==> src/source/bus_pkg.sv <==
//~~~~~~~~~~~~~~~~~~~~~~~~~~~~~~~~~~~~~~~~~~~~~~~~~~~~~~~~~~~~~~~~~~~~
// Wishbone B4 bus widths and vector types
// Request and response structs, base addresses of the slave windows
//~~~~~~~~~~~~~~~~~~~~~~~~~~~~~~~~~~~~~~~~~~~~~~~~~~~~~~~~~~~~~~~~~~~~

package bus_pkg;

    localparam int WB_ADDR_WIDTH = 12;     // 4 KiB byte address space
    localparam int DATA_WIDTH    = 8;      // Single byte lane, no byte selects

    typedef logic [WB_ADDR_WIDTH-1:0] wb_addr_t;  // Bus byte address
    typedef logic [DATA_WIDTH-1:0]    wb_data_t;  // Bus data byte

    // Master to slave, one access per cycle with cyc && stb
    typedef struct packed {
        wb_addr_t addr;
        wb_data_t data;     // Write data
        logic     we;       // 1 = write
        logic     cyc;
        logic     stb;
    } wb_req_t;

    // Slave to master
    typedef struct packed {
        wb_data_t data;     // Read data, valid with ack
        logic     ack;
        logic     stall;    // Never asserted by these slaves
    } wb_rsp_t;

    // Window starts
    localparam wb_addr_t REG_BASE = 12'h800;   // Control registers
    localparam wb_addr_t RAM_BASE = 12'h000;   // Scratch RAM

endpackage

==> src/source/regmap_pkg.sv <==
//~~~~~~~~~~~~~~~~~~~~~~~~~~~~~~~~~~~~~~~~~~~~~~~~~~~~~~~~~~~~~~~~~~~~
// Control register map
// Register indices, bit positions and power-on values
//~~~~~~~~~~~~~~~~~~~~~~~~~~~~~~~~~~~~~~~~~~~~~~~~~~~~~~~~~~~~~~~~~~~~

package regmap_pkg;

    localparam int REG_ADDR_WIDTH = 2;
    localparam int REG_COUNT      = 4;

    typedef logic [REG_ADDR_WIDTH-1:0] reg_addr_t;    // Register index

    // Indices 2 and 3 are spare scratch bytes
    localparam reg_addr_t REG_CPU   = 2'd0;
    localparam reg_addr_t REG_VIDEO = 2'd1;

    // CPU register bits
    localparam int REG_CPU_READY_BIT = 0;     // RDY pin, 1 = run
    localparam int REG_CPU_RESET_BIT = 1;     // 1 = hold CPU in reset
    localparam int REG_CPU_NMI_BIT   = 2;     // 1 = assert NMI

    // Video register bits
    localparam int REG_VIDEO_COL_80_BIT   = 0;  // 1 = 80 column mode
    localparam int REG_VIDEO_GRAPHICS_BIT = 1;  // Live copy of VIA CA2

    // Power-on values
    // CPU held in reset, not ready, no NMI
    localparam logic [7:0] REG_CPU_POWER_ON     = 8'h02;
    // 40 columns, graphics
    localparam logic [7:0] REG_VIDEO_POWER_ON   = 8'h00;
    localparam logic [7:0] REG_SCRATCH_POWER_ON = 8'h00;

endpackage

==> src/source/wb_decoder.sv <==
//~~~~~~~~~~~~~~~~~~~~~~~~~~~~~~~~~~~~~~~~~~~~~~~~~~~~~~~~~~~~~~~~~~~~
// Wishbone address decoder
// Slave selects, response steering, ack for unmapped accesses
//~~~~~~~~~~~~~~~~~~~~~~~~~~~~~~~~~~~~~~~~~~~~~~~~~~~~~~~~~~~~~~~~~~~~

`timescale 1ns/1ps

module wb_decoder
    import bus_pkg::*, regmap_pkg::*;
#(
    parameter int RAM_ADDR_WIDTH = 10       // RAM window is 2**RAM_ADDR_WIDTH bytes
) (
    input  logic    wb_clock_i,
    input  logic    rst_i,
    input  wb_req_t bus_req_i,              // From external master
    output wb_rsp_t bus_rsp_o,              // To external master
    output logic    reg_sel_o,
    output logic    ram_sel_o,
    input  wb_rsp_t reg_rsp_i,
    input  wb_rsp_t ram_rsp_i
);
    localparam wb_addr_t REG_LAST = wb_addr_t'(REG_BASE + REG_COUNT - 1);
    localparam wb_addr_t RAM_LAST = wb_addr_t'(RAM_BASE + (2 ** RAM_ADDR_WIDTH) - 1);

    // One-hot record of who took the access
    typedef struct packed {
        logic regs;
        logic ram;
        logic unmapped;
    } target_t;

    logic    access;
    logic    in_reg_win;
    logic    in_ram_win;
    target_t hit;
    target_t target_q;                      // Owner of the response in flight

    assign access     = bus_req_i.cyc && bus_req_i.stb;
    assign in_reg_win = (bus_req_i.addr >= REG_BASE) && (bus_req_i.addr <= REG_LAST);
    assign in_ram_win = (bus_req_i.addr >= RAM_BASE) && (bus_req_i.addr <= RAM_LAST);

    assign reg_sel_o = in_reg_win;
    assign ram_sel_o = in_ram_win && !in_reg_win;   // Register window wins on overlap

    assign hit = '{regs: reg_sel_o, ram: ram_sel_o, unmapped: !reg_sel_o && !ram_sel_o};

    always_ff @(posedge wb_clock_i) begin
        if (rst_i) begin
            target_q <= '0;
        end else if (access) begin
            target_q <= hit;
        end else begin
            target_q <= '0;                 // Idle, nothing to answer next cycle
        end
    end

    // Steer the selected slave back to the master
    always_comb begin
        bus_rsp_o.stall = 1'b0;             // No back-pressure anywhere
        bus_rsp_o.ack   = (target_q.regs && reg_rsp_i.ack)
                        || (target_q.ram && ram_rsp_i.ack)
                        || target_q.unmapped;
        if (target_q.regs) begin
            bus_rsp_o.data = reg_rsp_i.data;
        end else if (target_q.ram) begin
            bus_rsp_o.data = ram_rsp_i.data;
        end else begin
            bus_rsp_o.data = '0;            // Unmapped reads as zero
        end
    end
endmodule

==> config.mk <==
export PLATFORM = sky130hd
export DESIGN_NAME = wb_decoder
export DESIGN_NICKNAME = d
export VERILOG_FILES = /design/src/source/bus_pkg.sv /design/src/source/regmap_pkg.sv /design/src/source/wb_decoder.sv
export SDC_FILE = /design/constraint.sdc
export NUM_CORES = 1
export LEC_CHECK = 0
export BUFFER_PORTS_ARGS = -buffer_cell sky130_fd_sc_hd__buf_2
export CAP_MARGIN = 25
export CORE_AREA = 2 2 39 41
export CTS_BUF_LIST = sky130_fd_sc_hd__clkbuf_4
export CTS_CLUSTER_DIAMETER = 150
export DETAILED_ROUTE_END_ITERATION = 10
export DIE_AREA = 0 0 41 43
export GPL_ROUTABILITY_DRIVEN = 0
export MAX_ROUTING_LAYER = met4
export PLACE_DENSITY = 0.68
export SYNTH_ARGS = -nofsm -noshare
export SYNTH_HDL_FRONTEND = slang
export SYNTH_SLANG_ARGS = --single-unit
==> constraint.sdc <==
create_clock -name wb_clock_i -period 1.67 [get_ports wb_clock_i]
set_input_delay 0.334 -clock wb_clock_i [delete_from_list [all_inputs] [get_ports wb_clock_i]]
set_output_delay 0.334 -clock wb_clock_i [all_outputs]
set_load 0.03 [all_outputs]
==> results.py <==
metrics = {
    "drt": {
        "route.detailed.wl_per_inst_um": 8.596,
        "met3_wirelength_um": 150,
        "drt-total-wl_um": 765,
        "met2RoutedLength_um": 339,
        "detail_route.iter0.violations": 1,
        "drt_drc_violations_left": 0,
        "drt.antenna.violating_nets": 0,
        "met1_length_um": 274,
        "dr.pass1.iters": 3,
        "routed_via_density": 4.371,
        "maxUsedRoutingLayer": "met3",
        "vias": 389,
    },
    "power": {
        "power.share.clock": 0.510,
        "pwr-share-seq": 0.262,
        "power.net_switching_mw": 0.06833,
        "cell_internal_pwr_mw": 0.2140,
        "power.share.switching": 0.2420,
        "max-vdd-ir-drop_v": 0.0003225,
        "power_density_nw_per_um2": 541.1,
        "pwr-share-comb": 0.228,
        "leakage_nw": 0.3004,
    },
    "global_routing": {
        "overflow": 0,
        "pin_count_of_the_biggest_net_entering_global_routing": 11,
        "grt.total_usage": 0.08932,
        "antenna_found_initial": 0,
        "grt_pass1_wl_um": 1048,
        "first_global_vias": 299,
    },
    "hold_path": {
        "hold_path_startpoint": "bus_req_i[22]",
        "min-delay-path-class": "primary input to flop",
        "holdPathStages": 2,
        "hold_end": "target_q[1]$_SDFF_PP0_",
    },
    "setup_path": {
        "worst_setup_path_end_kind": "output pin",
        "timing.critical_path.slowest_cell_delay_ps": 530,
        "crit_chain": "buf_6, or4_4, nor3_4, and3_4, buf_6",
        "required_ps": 1340,
        "cp_data_arrival_time_ps": 1430,
        "critical-path-top-delay-family": "simple AND/OR/NAND/NOR gates",
        "worst_setup_path_start_kind": "primary input",
        "timing.setup.critical_path_class": "primary input to output pin",
        "critPathMaxFanout": 3,
        "cp_common_cell": "sky130_fd_sc_hd__buf_6",
        "crit_buf_inv": 2,
        "crit_slowest_cell": "sky130_fd_sc_hd__or4_4",
    },
    "clocking": {
        "clk_root_buffer_cell": "sky130_fd_sc_hd__clkbuf_4",
        "cts_tree": "yes",
        "cts.htree.levels": 1,
        "cts.sink_count": 3,
        "post_cts_hold_buffer_count": 0,
        "worst_setup_hold_path_clk_slew_ps": 40,
        "ctsLongestPathBuffers": 2,
        "postCtsSetupBuffers": 0,
        "cts_buffers": 3,
    },
    "synthesis": {
        "synth_cell_type_count": 18,
        "synthesis.instances": 29,
        "synth_area_sq_um": 244.0,
        "sequential_element_share_of_the_synthesized_area": 0.2462,
        "postSynthNetCount": 74,
        "synth-seq-cells": 3,
        "post_synth.cell_area_avg_sq_um": 8.413,
        "ys.warnings.count": 0,
    },
    "cells_and_area": {
        "largest_registers": "target_q (3)",
        "num_antenna_cells": 0,
        "stdcell_area_sq_um": 521.8,
        "layout.cells.most_common_list": "sky130_fd_sc_hd__buf_2 (40), sky130_fd_sc_hd__a22o_1 (7), sky130_fd_sc_hd__clkbuf_4 (4)",
        "largest-register": "target_q",
        "final_util": 0.3770,
        "flip_flop_count_of_the_largest_register_all_copies_and_words_added": 3,
        "post_route_cells_drive_above_1_share": 0.6986,
        "syn_to_final_growth_pct": 113.8,
        "layout.cells.most_common": "sky130_fd_sc_hd__buf_2",
        "net_total_in_the_final_layout": 119,
    },
    "sta": {
        "finalSetupViolCount": 1,
        "min_period_over_period": 1.053,
        "max_slew_vio_count": 0,
        "final.setup.tns_ps": -89.31,
        "achievable-frequency_ghz": 0.5684,
        "rsz0062_at_grt": "yes",
        "hold_viol": 0,
        "worst_slack_ps": -89.31,
        "final_period_minus_worst_setup_slack_ps": 1759,
    },
    "floorplanning": {
        "die_width_um": 41,
        "count_of_standard_cell_rows": 14,
        "start_util": 0.1763,
        "area_of_the_die_sq_um": 1763,
        "die_y_um": 43,
        "core-area_sq_um": 1384,
        "top_level_ports": 57,
    },
    "run_status": {
        "failed_checks": "setup timing",
        "run_status": "complete, but fails checks",
    },
    "place": {
        "numPortBuffers": 42,
        "hpwl_um": 636.5,
        "placed_cell_area_sq_um": 467.9,
    },
    "job": {
        "cap_viol_max_count": 0,
    },
}
layout make-up:
class,instances,area (sq um)
tap,16,20.02
sequential,3,60.06
multi-input combinational,22,177.7
timing repair buffer,43,230.2
inverter,1,3.754
clock buffer,4,30.03
fill,150,862.1
worst max-delay path by stage:
stage	start	endpoint	cells after the start
detailed placement	bus_req_i[15]	reg_sel_o	5
CTS	bus_req_i[15]	reg_sel_o	5
global placement	bus_req_i[15]	reg_sel_o	5
finish	bus_req_i[15]	reg_sel_o	5
global route	bus_req_i[15]	reg_sel_o	5
floorplan	bus_req_i[15]	reg_sel_o	3
layer usage:
metal,vias up,global-route usage
met5,-,-
met4,0,0.04000
met3,0,0.04712
met2,33,0.1375
met1,158,0.08946
li1,198,-
power groups by stage:
stage	sequential, mW	combinational, mW	clock, mW
finish	0.0740	0.0644	0.144
global route	0.0740	0.0707	0.164
CTS	0.0740	0.0630	0.150
detailed placement	0.0751	0.0627	0
global placement	0.0750	0.0613	0
floorplan	0.0748	0.0229	0
Yosys cell counts:
cell type,number,area (sq um)
sky130_fd_sc_hd__a211oi_1,1,7.510
sky130_fd_sc_hd__a221o_1,1,10.01
sky130_fd_sc_hd__a22o_1,7,61.31
sky130_fd_sc_hd__and3_1,1,6.260
sky130_fd_sc_hd__and4_1,1,8.760
sky130_fd_sc_hd__buf_4,1,7.510
sky130_fd_sc_hd__clkbuf_1,2,7.510
sky130_fd_sc_hd__conb_1,1,3.750
sky130_fd_sc_hd__dfxtp_1,3,60.06
sky130_fd_sc_hd__inv_1,1,3.750
sky130_fd_sc_hd__nand2_1,2,7.510
sky130_fd_sc_hd__nand3b_1,1,7.510
sky130_fd_sc_hd__nor2_1,1,3.750
sky130_fd_sc_hd__nor2b_1,1,6.260
sky130_fd_sc_hd__nor3_1,2,10.01
sky130_fd_sc_hd__nor3_4,1,16.27
sky130_fd_sc_hd__o21ai_0,1,5.000
sky130_fd_sc_hd__or4_4,1,11.26
repair_timing:
item	4_1_cts	5_1_grt
pin swaps	0	0
gates resized for setup	3	3
setup endpoints to repair	8	2
metrics by stage:
step	total power [mW]	instances	worst slack, ps	hold WS, ps
5_1_grt	0.3088	89	-118.8	308.1
2_1_floorplan	0.09772	29	54.18	410.8
4_1_cts	0.2867	89	-100.9	291.9
3_5_place_dp	0.1378	85	-136.7	540.9
3_3_place_gp	0.1363	85	-142.8	536.5
6_report	0.2823	89	-89.31	308.2
logic make-up after synthesis:
| family | share of synthesized area |
|---|---|
| simple gates | 0.3180 |
| compound gates | 0.3436 |
| flops | 0.2462 |
| buf+inv | 0.07693 |
| other cells | 0.01537 |
Power figures use the tool's default switching activity.
