## src/source/bus_pkg.sv

```systemverilog
//~~~~~~~~~~~~~~~~~~~~~~~~~~~~~~~~~~~~~~~~~~~~~~~~~~~~~~~~~~~~~~~~~~~~
// Wishbone B4 bus widths and vector types
// Request and response structs, base addresses of the slave windows
//~~~~~~~~~~~~~~~~~~~~~~~~~~~~~~~~~~~~~~~~~~~~~~~~~~~~~~~~~~~~~~~~~~~~

package bus_pkg;

    localparam int WB_ADDR_WIDTH = 12;     // 4 KiB byte address space
    localparam int DATA_WIDTH    = 8;      // Single byte lane, no byte selects

    typedef logic [WB_ADDR_WIDTH-1:0] wb_addr_t;  // Bus byte address
    typedef logic [DATA_WIDTH-1:0]    wb_data_t;  // Bus data byte

    // Master to slave, one access per cycle with cyc && stb
    typedef struct packed {
        wb_addr_t addr;
        wb_data_t data;     // Write data
        logic     we;       // 1 = write
        logic     cyc;
        logic     stb;
    } wb_req_t;

    // Slave to master
    typedef struct packed {
        wb_data_t data;     // Read data, valid with ack
        logic     ack;
        logic     stall;    // Never asserted by these slaves
    } wb_rsp_t;

    // Window starts
    localparam wb_addr_t REG_BASE = 12'h800;   // Control registers
    localparam wb_addr_t RAM_BASE = 12'h000;   // Scratch RAM

endpackage

```

## src/source/regmap_pkg.sv

```systemverilog
//~~~~~~~~~~~~~~~~~~~~~~~~~~~~~~~~~~~~~~~~~~~~~~~~~~~~~~~~~~~~~~~~~~~~
// Control register map
// Register indices, bit positions and power-on values
//~~~~~~~~~~~~~~~~~~~~~~~~~~~~~~~~~~~~~~~~~~~~~~~~~~~~~~~~~~~~~~~~~~~~

package regmap_pkg;

    localparam int REG_ADDR_WIDTH = 2;
    localparam int REG_COUNT      = 4;

    typedef logic [REG_ADDR_WIDTH-1:0] reg_addr_t;    // Register index

    // Indices 2 and 3 are spare scratch bytes
    localparam reg_addr_t REG_CPU   = 2'd0;
    localparam reg_addr_t REG_VIDEO = 2'd1;

    // CPU register bits
    localparam int REG_CPU_READY_BIT = 0;     // RDY pin, 1 = run
    localparam int REG_CPU_RESET_BIT = 1;     // 1 = hold CPU in reset
    localparam int REG_CPU_NMI_BIT   = 2;     // 1 = assert NMI

    // Video register bits
    localparam int REG_VIDEO_COL_80_BIT   = 0;  // 1 = 80 column mode
    localparam int REG_VIDEO_GRAPHICS_BIT = 1;  // Live copy of VIA CA2

    // Power-on values
    // CPU held in reset, not ready, no NMI
    localparam logic [7:0] REG_CPU_POWER_ON     = 8'h02;
    // 40 columns, graphics
    localparam logic [7:0] REG_VIDEO_POWER_ON   = 8'h00;
    localparam logic [7:0] REG_SCRATCH_POWER_ON = 8'h00;

endpackage

```

## src/source/register_file.sv

```systemverilog
//~~~~~~~~~~~~~~~~~~~~~~~~~~~~~~~~~~~~~~~~~~~~~~~~~~~~~~~~~~~~~~~~~~~~
// Control register file on the Wishbone bus
// CPU ready/reset/NMI and 80 column outputs, graphics status refresh
//~~~~~~~~~~~~~~~~~~~~~~~~~~~~~~~~~~~~~~~~~~~~~~~~~~~~~~~~~~~~~~~~~~~~

`timescale 1ns/1ps

module register_file
    import bus_pkg::*, regmap_pkg::*;
(
    input  logic          wb_clock_i,
    input  logic          rst_i,
    input  wb_req_t       wb_req_i,
    input  logic          wb_sel_i,             // Address is in the register window
    output wb_rsp_t       wb_rsp_o,

    // CPU control
    output logic          cpu_ready_o,
    output logic          cpu_reset_o,
    output logic          cpu_nmi_o,

    // Video control
    input  logic          video_graphic_i,      // VIA CA2, 0 = graphics, 1 = text
    output logic          video_col_80_mode_o,
    output logic [11:10]  video_ram_mask_o      // Video RAM address bits 11:10
);
    wb_data_t  regs [REG_COUNT];
    wb_data_t  rd_data_q;
    logic      ack_q;
    logic      access;
    reg_addr_t reg_idx;

    assign access  = wb_sel_i && wb_req_i.cyc && wb_req_i.stb;
    assign reg_idx = wb_req_i.addr[REG_ADDR_WIDTH-1:0];   // Low bits pick the register

    // Registers and ack
    always_ff @(posedge wb_clock_i) begin
        if (rst_i) begin
            for (int i = 0; i < REG_COUNT; i++) begin
                regs[i] <= REG_SCRATCH_POWER_ON;
            end
            regs[REG_CPU]   <= REG_CPU_POWER_ON;    // Overrides the loop
            regs[REG_VIDEO] <= REG_VIDEO_POWER_ON;
            ack_q           <= 1'b0;
        end else if (access) begin
            if (wb_req_i.we) begin
                regs[reg_idx] <= wb_req_i.data;
            end
            ack_q <= 1'b1;
        end else begin
            ack_q <= 1'b0;

            // Idle cycle, pick up the current graphics level
            regs[REG_VIDEO][REG_VIDEO_GRAPHICS_BIT] <= video_graphic_i;
        end
    end

    // Read data, old value on a same-cycle write
    always_ff @(posedge wb_clock_i) begin
        if (access) begin
            rd_data_q <= regs[reg_idx];
        end
    end

    always_comb begin
        wb_rsp_o.data  = rd_data_q;
        wb_rsp_o.ack   = ack_q;
        wb_rsp_o.stall = 1'b0;      // Single cycle, never stalls
    end

    // Control pins straight from the register bits
    assign cpu_ready_o = regs[REG_CPU][REG_CPU_READY_BIT];
    assign cpu_reset_o = regs[REG_CPU][REG_CPU_RESET_BIT];
    assign cpu_nmi_o   = regs[REG_CPU][REG_CPU_NMI_BIT];

    assign video_col_80_mode_o = regs[REG_VIDEO][REG_VIDEO_COL_80_BIT];

    // 80 columns opens the second KiB of video RAM
    assign video_ram_mask_o = {1'b0, regs[REG_VIDEO][REG_VIDEO_COL_80_BIT]};
endmodule

```

## config.mk

```make
export PLATFORM = sky130hd
export DESIGN_NAME = register_file
export DESIGN_NICKNAME = d
export VERILOG_FILES = /design/src/source/bus_pkg.sv /design/src/source/regmap_pkg.sv /design/src/source/register_file.sv
export SDC_FILE = /design/constraint.sdc
export NUM_CORES = 1
export LEC_CHECK = 0
export ABC_CLOCK_PERIOD_IN_PS = 1300
export BUFFER_PORTS_ARGS = -buffer_cell sky130_fd_sc_hd__buf_2
export CAP_MARGIN = 5
export CORE_MARGIN = 4
export CORE_UTILIZATION = 35
export CTS_BUF_LIST = sky130_fd_sc_hd__clkbuf_4 sky130_fd_sc_hd__clkbuf_8
export CTS_CLUSTER_SIZE = 40
export DETAILED_ROUTE_END_ITERATION = 16
export HOLD_SLACK_MARGIN = 0.05
export PLACE_DENSITY_LB_ADDON = 0.05
export SLEW_MARGIN = 20
export SYNTH_ARGS = -nofsm -noshare
export SYNTH_HDL_FRONTEND = slang
export SYNTH_SLANG_ARGS = --single-unit
```

## constraint.sdc

```tcl
create_clock -name wb_clock_i -period 1.3 [get_ports wb_clock_i]
set_input_delay 0.065 -clock wb_clock_i [delete_from_list [all_inputs] [get_ports wb_clock_i]]
set_output_delay 0.065 -clock wb_clock_i [all_outputs]
set_load 0.01 [all_outputs]
```

==> metrics, run 1 <==
slowest CP cell=mux4_2; Placement Cell Area=2050 sq um; DR vias=992; Tcrit/Tclk final=88.3%; Worst EP arrival=1.18 ns; Post-Synth Adder-Cell Area=0%; Avg Vias per Cell=4.59; flops & latches, synth=41; H-tree depth=2; MaxCap Viol Count=0; Final Non-Filler Cells=216; synthesized netlist cell count=107; slowest stage delay, CP=0.46 ns; TritonCTS Buffers=5; mux contribution to synthesized area=10.3%; Final Setup Violations=0; Clk Latency, worst-skew pair=0.29 ns; GR Util All Layers=12.3%; endpoints failing hold=0; wire length per cell=15.9 um; DP Wirelength=2440 um; area added between synthesis and finish=19.2%; post-cts resize count=0; final WL=3440 um; Antenna diodes=0; post-synth top area share=67.1%; worst hold path type=primary input to register; Yosys Warn Count=0; DR pass1 iterations=4; CP endpoint kind=register; Synth area leader=edfxtp_1; gp weighted congestion=0.717; antenna violations before repair=0; top post-synthesis cells by area=edfxtp_1, and2_1, mux4_2, buf_4, mux4_1; smallest hold slack=0.0671 ns; ANT nets after route=0; largest family of logic cells by synthesized area=simple AND/OR/NAND/NOR gates; CP Max Fanout=3; VDD IR max=0.634 mV; DRC=0; worst path cell trace=mux4_2; Final nets=176; most frequent cell after synthesis=edfxtp_1; Post-Place Cells=209; final non-filler cell area=2130 sq um; die height=79.5 um; Post-Synth XOR/XNOR Area=0%; sequential area share after synthesis=68.3%; share of layout cells above drive strength 1=40.3%; GRT overflow=0; number of global-route vias before repair=1085; crit path kind=register to register; clk slew on worst S/H paths=0.08 ns; largest delay contributor family on the critical path=multiplexers; die area=6320 sq um; f_max=871 MHz; core area=4850 sq um; hold_buf cts=0; RSZ-0062 raised after global routing=no; Leak=0.819 nW; status=finished, final reports clean; Simple-Gate Fraction of Synth Area=17.3%; share of async-settable or async-resettable flops after synthesis=0%; # port buffers=30; First DRT Iteration DRCs=78; pwr dens=1180 nW/um^2; FP Rows=25; most frequent cells after synthesis=edfxtp_1, and2_1, mux4_2; post-synthesis average cell area=16.7 sq um; Tmin final=1.15 ns; compound-gate portion of the synthesized area=0.559%; Post-synth EDFFs=40; initial core utilization=36.9%; Bufs and invs on worst path=0; Critical Path RT=1.33 ns; count of pins over their slew limit=0; ys flop type=edfxtp_1; I/O pins=43; Fillers=450; Startpoint Class=register; global-route wire length before repair=5560 um; Setup TNS Final=0 ns; Clock Sinks=41; Max clock buf depth=2; Post-CTS Setup Bufs=0; mapped cell area=1790 sq um; CTS tree=yes; largest net degree at the start of global routing=13; Root Driver=clkbuf_8; Distinct cells, synth=21; Chip Width=79.5 um; post-route clock skew=0.00539 ns
## metal layers
metal / up-vias / track usage (%) / routed length [um]
met5: - / 0 / 0
met3: 8 / 3.84 / 151
li1: 476 / - / -
met2: 26 / 20.3 / 1770
met1: 482 / 14.7 / 1450
met4: 0 / 5.15 / 69
## stage by stage
| step | total power [mW] | setup slack, ns | utilization, % |
|---|---|---|---|
| floorplan | 1.67 | 0.0975 | - |
| global placement | 1.76 | -0.0128 | 42.3 |
| detailed placement | 1.76 | -0.0155 | 42.3 |
| CTS | 2.54 | 0.137 | 44.0 |
| global route | 2.64 | 0.119 | 44.0 |
| finish | 2.51 | 0.152 | 44.0 |
## cells in the final DEF (no fill, tap or decap), drive strengths merged
cell,instances
a21oi,1
and2,28
buf,40
clkbuf,5
clkinv,1
clkinvlp,1
conb,2
dfxtp,1
edfxtp,40
inv,3
mux4,8
nand2,4
nand3,2
nand4b,1
nor2,1
nor3,3
nor4,1
nor4b,1
o21ai,1
or2,4
or4,1
## state kept, by name (all words and copies together), names as in the netlist
| name | flops |
|---|---|
| ack_q | 1 |
| rd_data_q | 8 |
| regs | 32 |
## cells by family after synthesis
family          Yosys count
simple gates             46
compound gates            2
flops                    41
mux                       8
buf+inv                   9
other cells               1
## cell type report
class	instances	area, sq um	area share [%]
Inverter	3	11.3	0.528
Sequential cell	41	1220	57.2
Timing Repair Buffer	40	225	10.6
Tap cell	67	83.8	3.93
Clock inverter	2	11.3	0.528
Clock buffer	5	68.8	3.23
Multi-Input combinational cell	58	512	24.0
## report_power, final
| part | internal, mW | leakage (nW) | switching (mW) |
|---|---|---|---|
| clock | 0.361 | 0.0377 | 0.426 |
| combinational | 0.0917 | 0.393 | 0.101 |
| sequential | 1.51 | 0.389 | 0.0160 |
| total | 1.97 | 0.819 | 0.543 |
## final timing paths
| check | depth (start not counted) | endpoint | from | slack (ns) |
|---|---|---|---|---|
| max | 1 | rd_data_q[0]$_DFFE_PP_ | regs[1][0]$_SDFFCE_PN0P_ | 0.15 |
| min | 3 | regs[0][1]$_SDFFCE_PN1P_ | wb_req_i[4] | 0.07 |
| max reg2reg | 1 | rd_data_q[0]$_DFFE_PP_ | regs[1][0]$_SDFFCE_PN0P_ | 0.15 |
| min reg2reg | 1 | rd_data_q[1]$_DFFE_PP_ | regs[3][1]$_SDFFCE_PN0P_ | 0.64 |
(Power assumes the default switching activity.)
==> run 2: changes to the inputs <==
--- a/config.mk
+++ b/config.mk
@@ -5,7 +5,7 @@
 export SDC_FILE = /design/constraint.sdc
 export NUM_CORES = 1
 export LEC_CHECK = 0
-export ABC_CLOCK_PERIOD_IN_PS = 1300
+export ABC_CLOCK_PERIOD_IN_PS = 1400
 export BUFFER_PORTS_ARGS = -buffer_cell sky130_fd_sc_hd__buf_2
 export CAP_MARGIN = 5
 export CORE_MARGIN = 4
==> constraint.sdc (replaced) <==
create_clock -name wb_clock_i -period 1.4 [get_ports wb_clock_i]
set_input_delay 0.07 -clock wb_clock_i [delete_from_list [all_inputs] [get_ports wb_clock_i]]
set_output_delay 0.07 -clock wb_clock_i [all_outputs]
set_load 0.01 [all_outputs]
==> metrics, run 2 (synthesis results as in run 1) <==
Clk Latency, worst-skew pair=0.28 ns; f_max=879 MHz; post-route clock skew=0.00691 ns; largest delay contributor family on the critical path=multiplexers; worst hold path type=primary input to register; FP Rows=25; Chip Width=79.5 um; Post-Place Cells=207; Final nets=174; core area=4850 sq um; Clock Sinks=41; die area=6320 sq um; Tmin final=1.14 ns; count of pins over their slew limit=0; # port buffers=30; hold_buf cts=0; I/O pins=43; endpoints failing hold=0; H-tree depth=2; antenna violations before repair=0; largest net degree at the start of global routing=13; Worst EP arrival=1.16 ns; Startpoint Class=register; MaxCap Viol Count=0; VDD IR max=0.571 mV; Leak=0.821 nW; number of global-route vias before repair=1015; RSZ-0062 raised after global routing=no; crit path kind=register to register; sequential cell area=1220 sq um; status=finished, final reports clean; largest reg by FF count=regs; share of layout cells above drive strength 1=40.5%; Fillers=446; Tcrit/Tclk final=81.3%; Avg Vias per Cell=4.55; final WL=3510 um; First DRT Iteration DRCs=81; pwr dens=1110 nW/um^2; Critical Path RT=1.42 ns; area added between synthesis and finish=18.9%; die height=79.5 um; GR Util All Layers=12.5%; Hold Path Origin=wb_req_i[5]; slowest CP cell=mux4_2; Regs by FF count=regs (32), rd_data_q (8), ack_q (1); CP Launch Point=regs[1][0]$_SDFFCE_PN0P_; Antenna diodes=0; Final WS setup=0.262 ns; Root Driver=clkbuf_8; clk slew on worst S/H paths=0.08 ns; DR pass1 iterations=4; Worst R2R Setup Slack=0.26 ns; CP endpoint kind=register; DRC=0; Final Non-Filler Cells=215; worst path cell trace=mux4_2; global-route wire length before repair=5600 um; PnR Total Power=2.36 mW; most frequent cells in the layout=edfxtp_1, buf_2, and2_1, buf_4, mux4_2; CP Max Fanout=3; Final Setup Violations=0; most common cell after layout, fill and taps aside=edfxtp_1; DP Wirelength=2440 um; Bufs and invs on worst path=0; post-cts resize count=0; Max clock buf depth=2; area of the multi-input gates=512 sq um; Setup TNS Final=0 ns; max reg flops=32; GRT overflow=0; CTS tree=yes; initial core utilization=36.9%; FF-to-FF Start=regs[1][0]$_SDFFCE_PN0P_; smallest hold slack=0.0869 ns; TritonCTS Buffers=5; gp weighted congestion=0.699; ANT nets after route=0; wire length per cell=16.3 um; slowest stage delay, CP=0.45 ns; DR vias=979; Place WS=0.0628 ns; Post-CTS Setup Bufs=0
## run 2: worst paths after layout
kind | endpoint | cells past startpoint
worst max-delay path | rd_data_q[0]$_DFFE_PP_ | 1
worst max register to register | rd_data_q[0]$_DFFE_PP_ | 1
worst min-delay path | regs[1][2]$_SDFFCE_PN0P_ | 2
worst min register to register | rd_data_q[6]$_DFFE_PP_ | 1
## run 2: final cells by class
| type | instances | area share, % |
|---|---|---|
| clock buffer | 7 | 3.94 |
| clock inverter | 1 | 0.235 |
| inverter | 3 | 0.529 |
| multi-input combinational | 58 | 24.1 |
| sequential | 41 | 57.4 |
| tap | 67 | 3.94 |
| timing repair buffer | 38 | 9.88 |
## run 2: where the power goes
part / total [mW] / internal (mW) / switching (mW) / leakage, nW
sequential: 1.42 / 1.41 / 0.0153 / 0.389
combinational: 0.178 / 0.0826 / 0.0954 / 0.383
clock: 0.761 / 0.388 / 0.373 / 0.0491
## run 2: per-stage QoR
| step | utilization [%] | instance area, sq um |
|---|---|---|
| floorplan | - | 1790 |
| global placement | 42.0 | 2040 |
| detailed placement | 42.0 | 2040 |
| CTS | 43.9 | 2130 |
| global route | 43.9 | 2130 |
| finish | 43.9 | 2130 |
## run 2: layer usage
metal | global-route usage (%) | part of all wire, % | vias to the layer above
met5 | 0 | 0 | -
met4 | 3.61 | 1.2 | 0
met3 | 4.29 | 3.8 | 5
met2 | 22.5 | 55 | 19
met1 | 14.0 | 40 | 482
li1 | - | - | 473
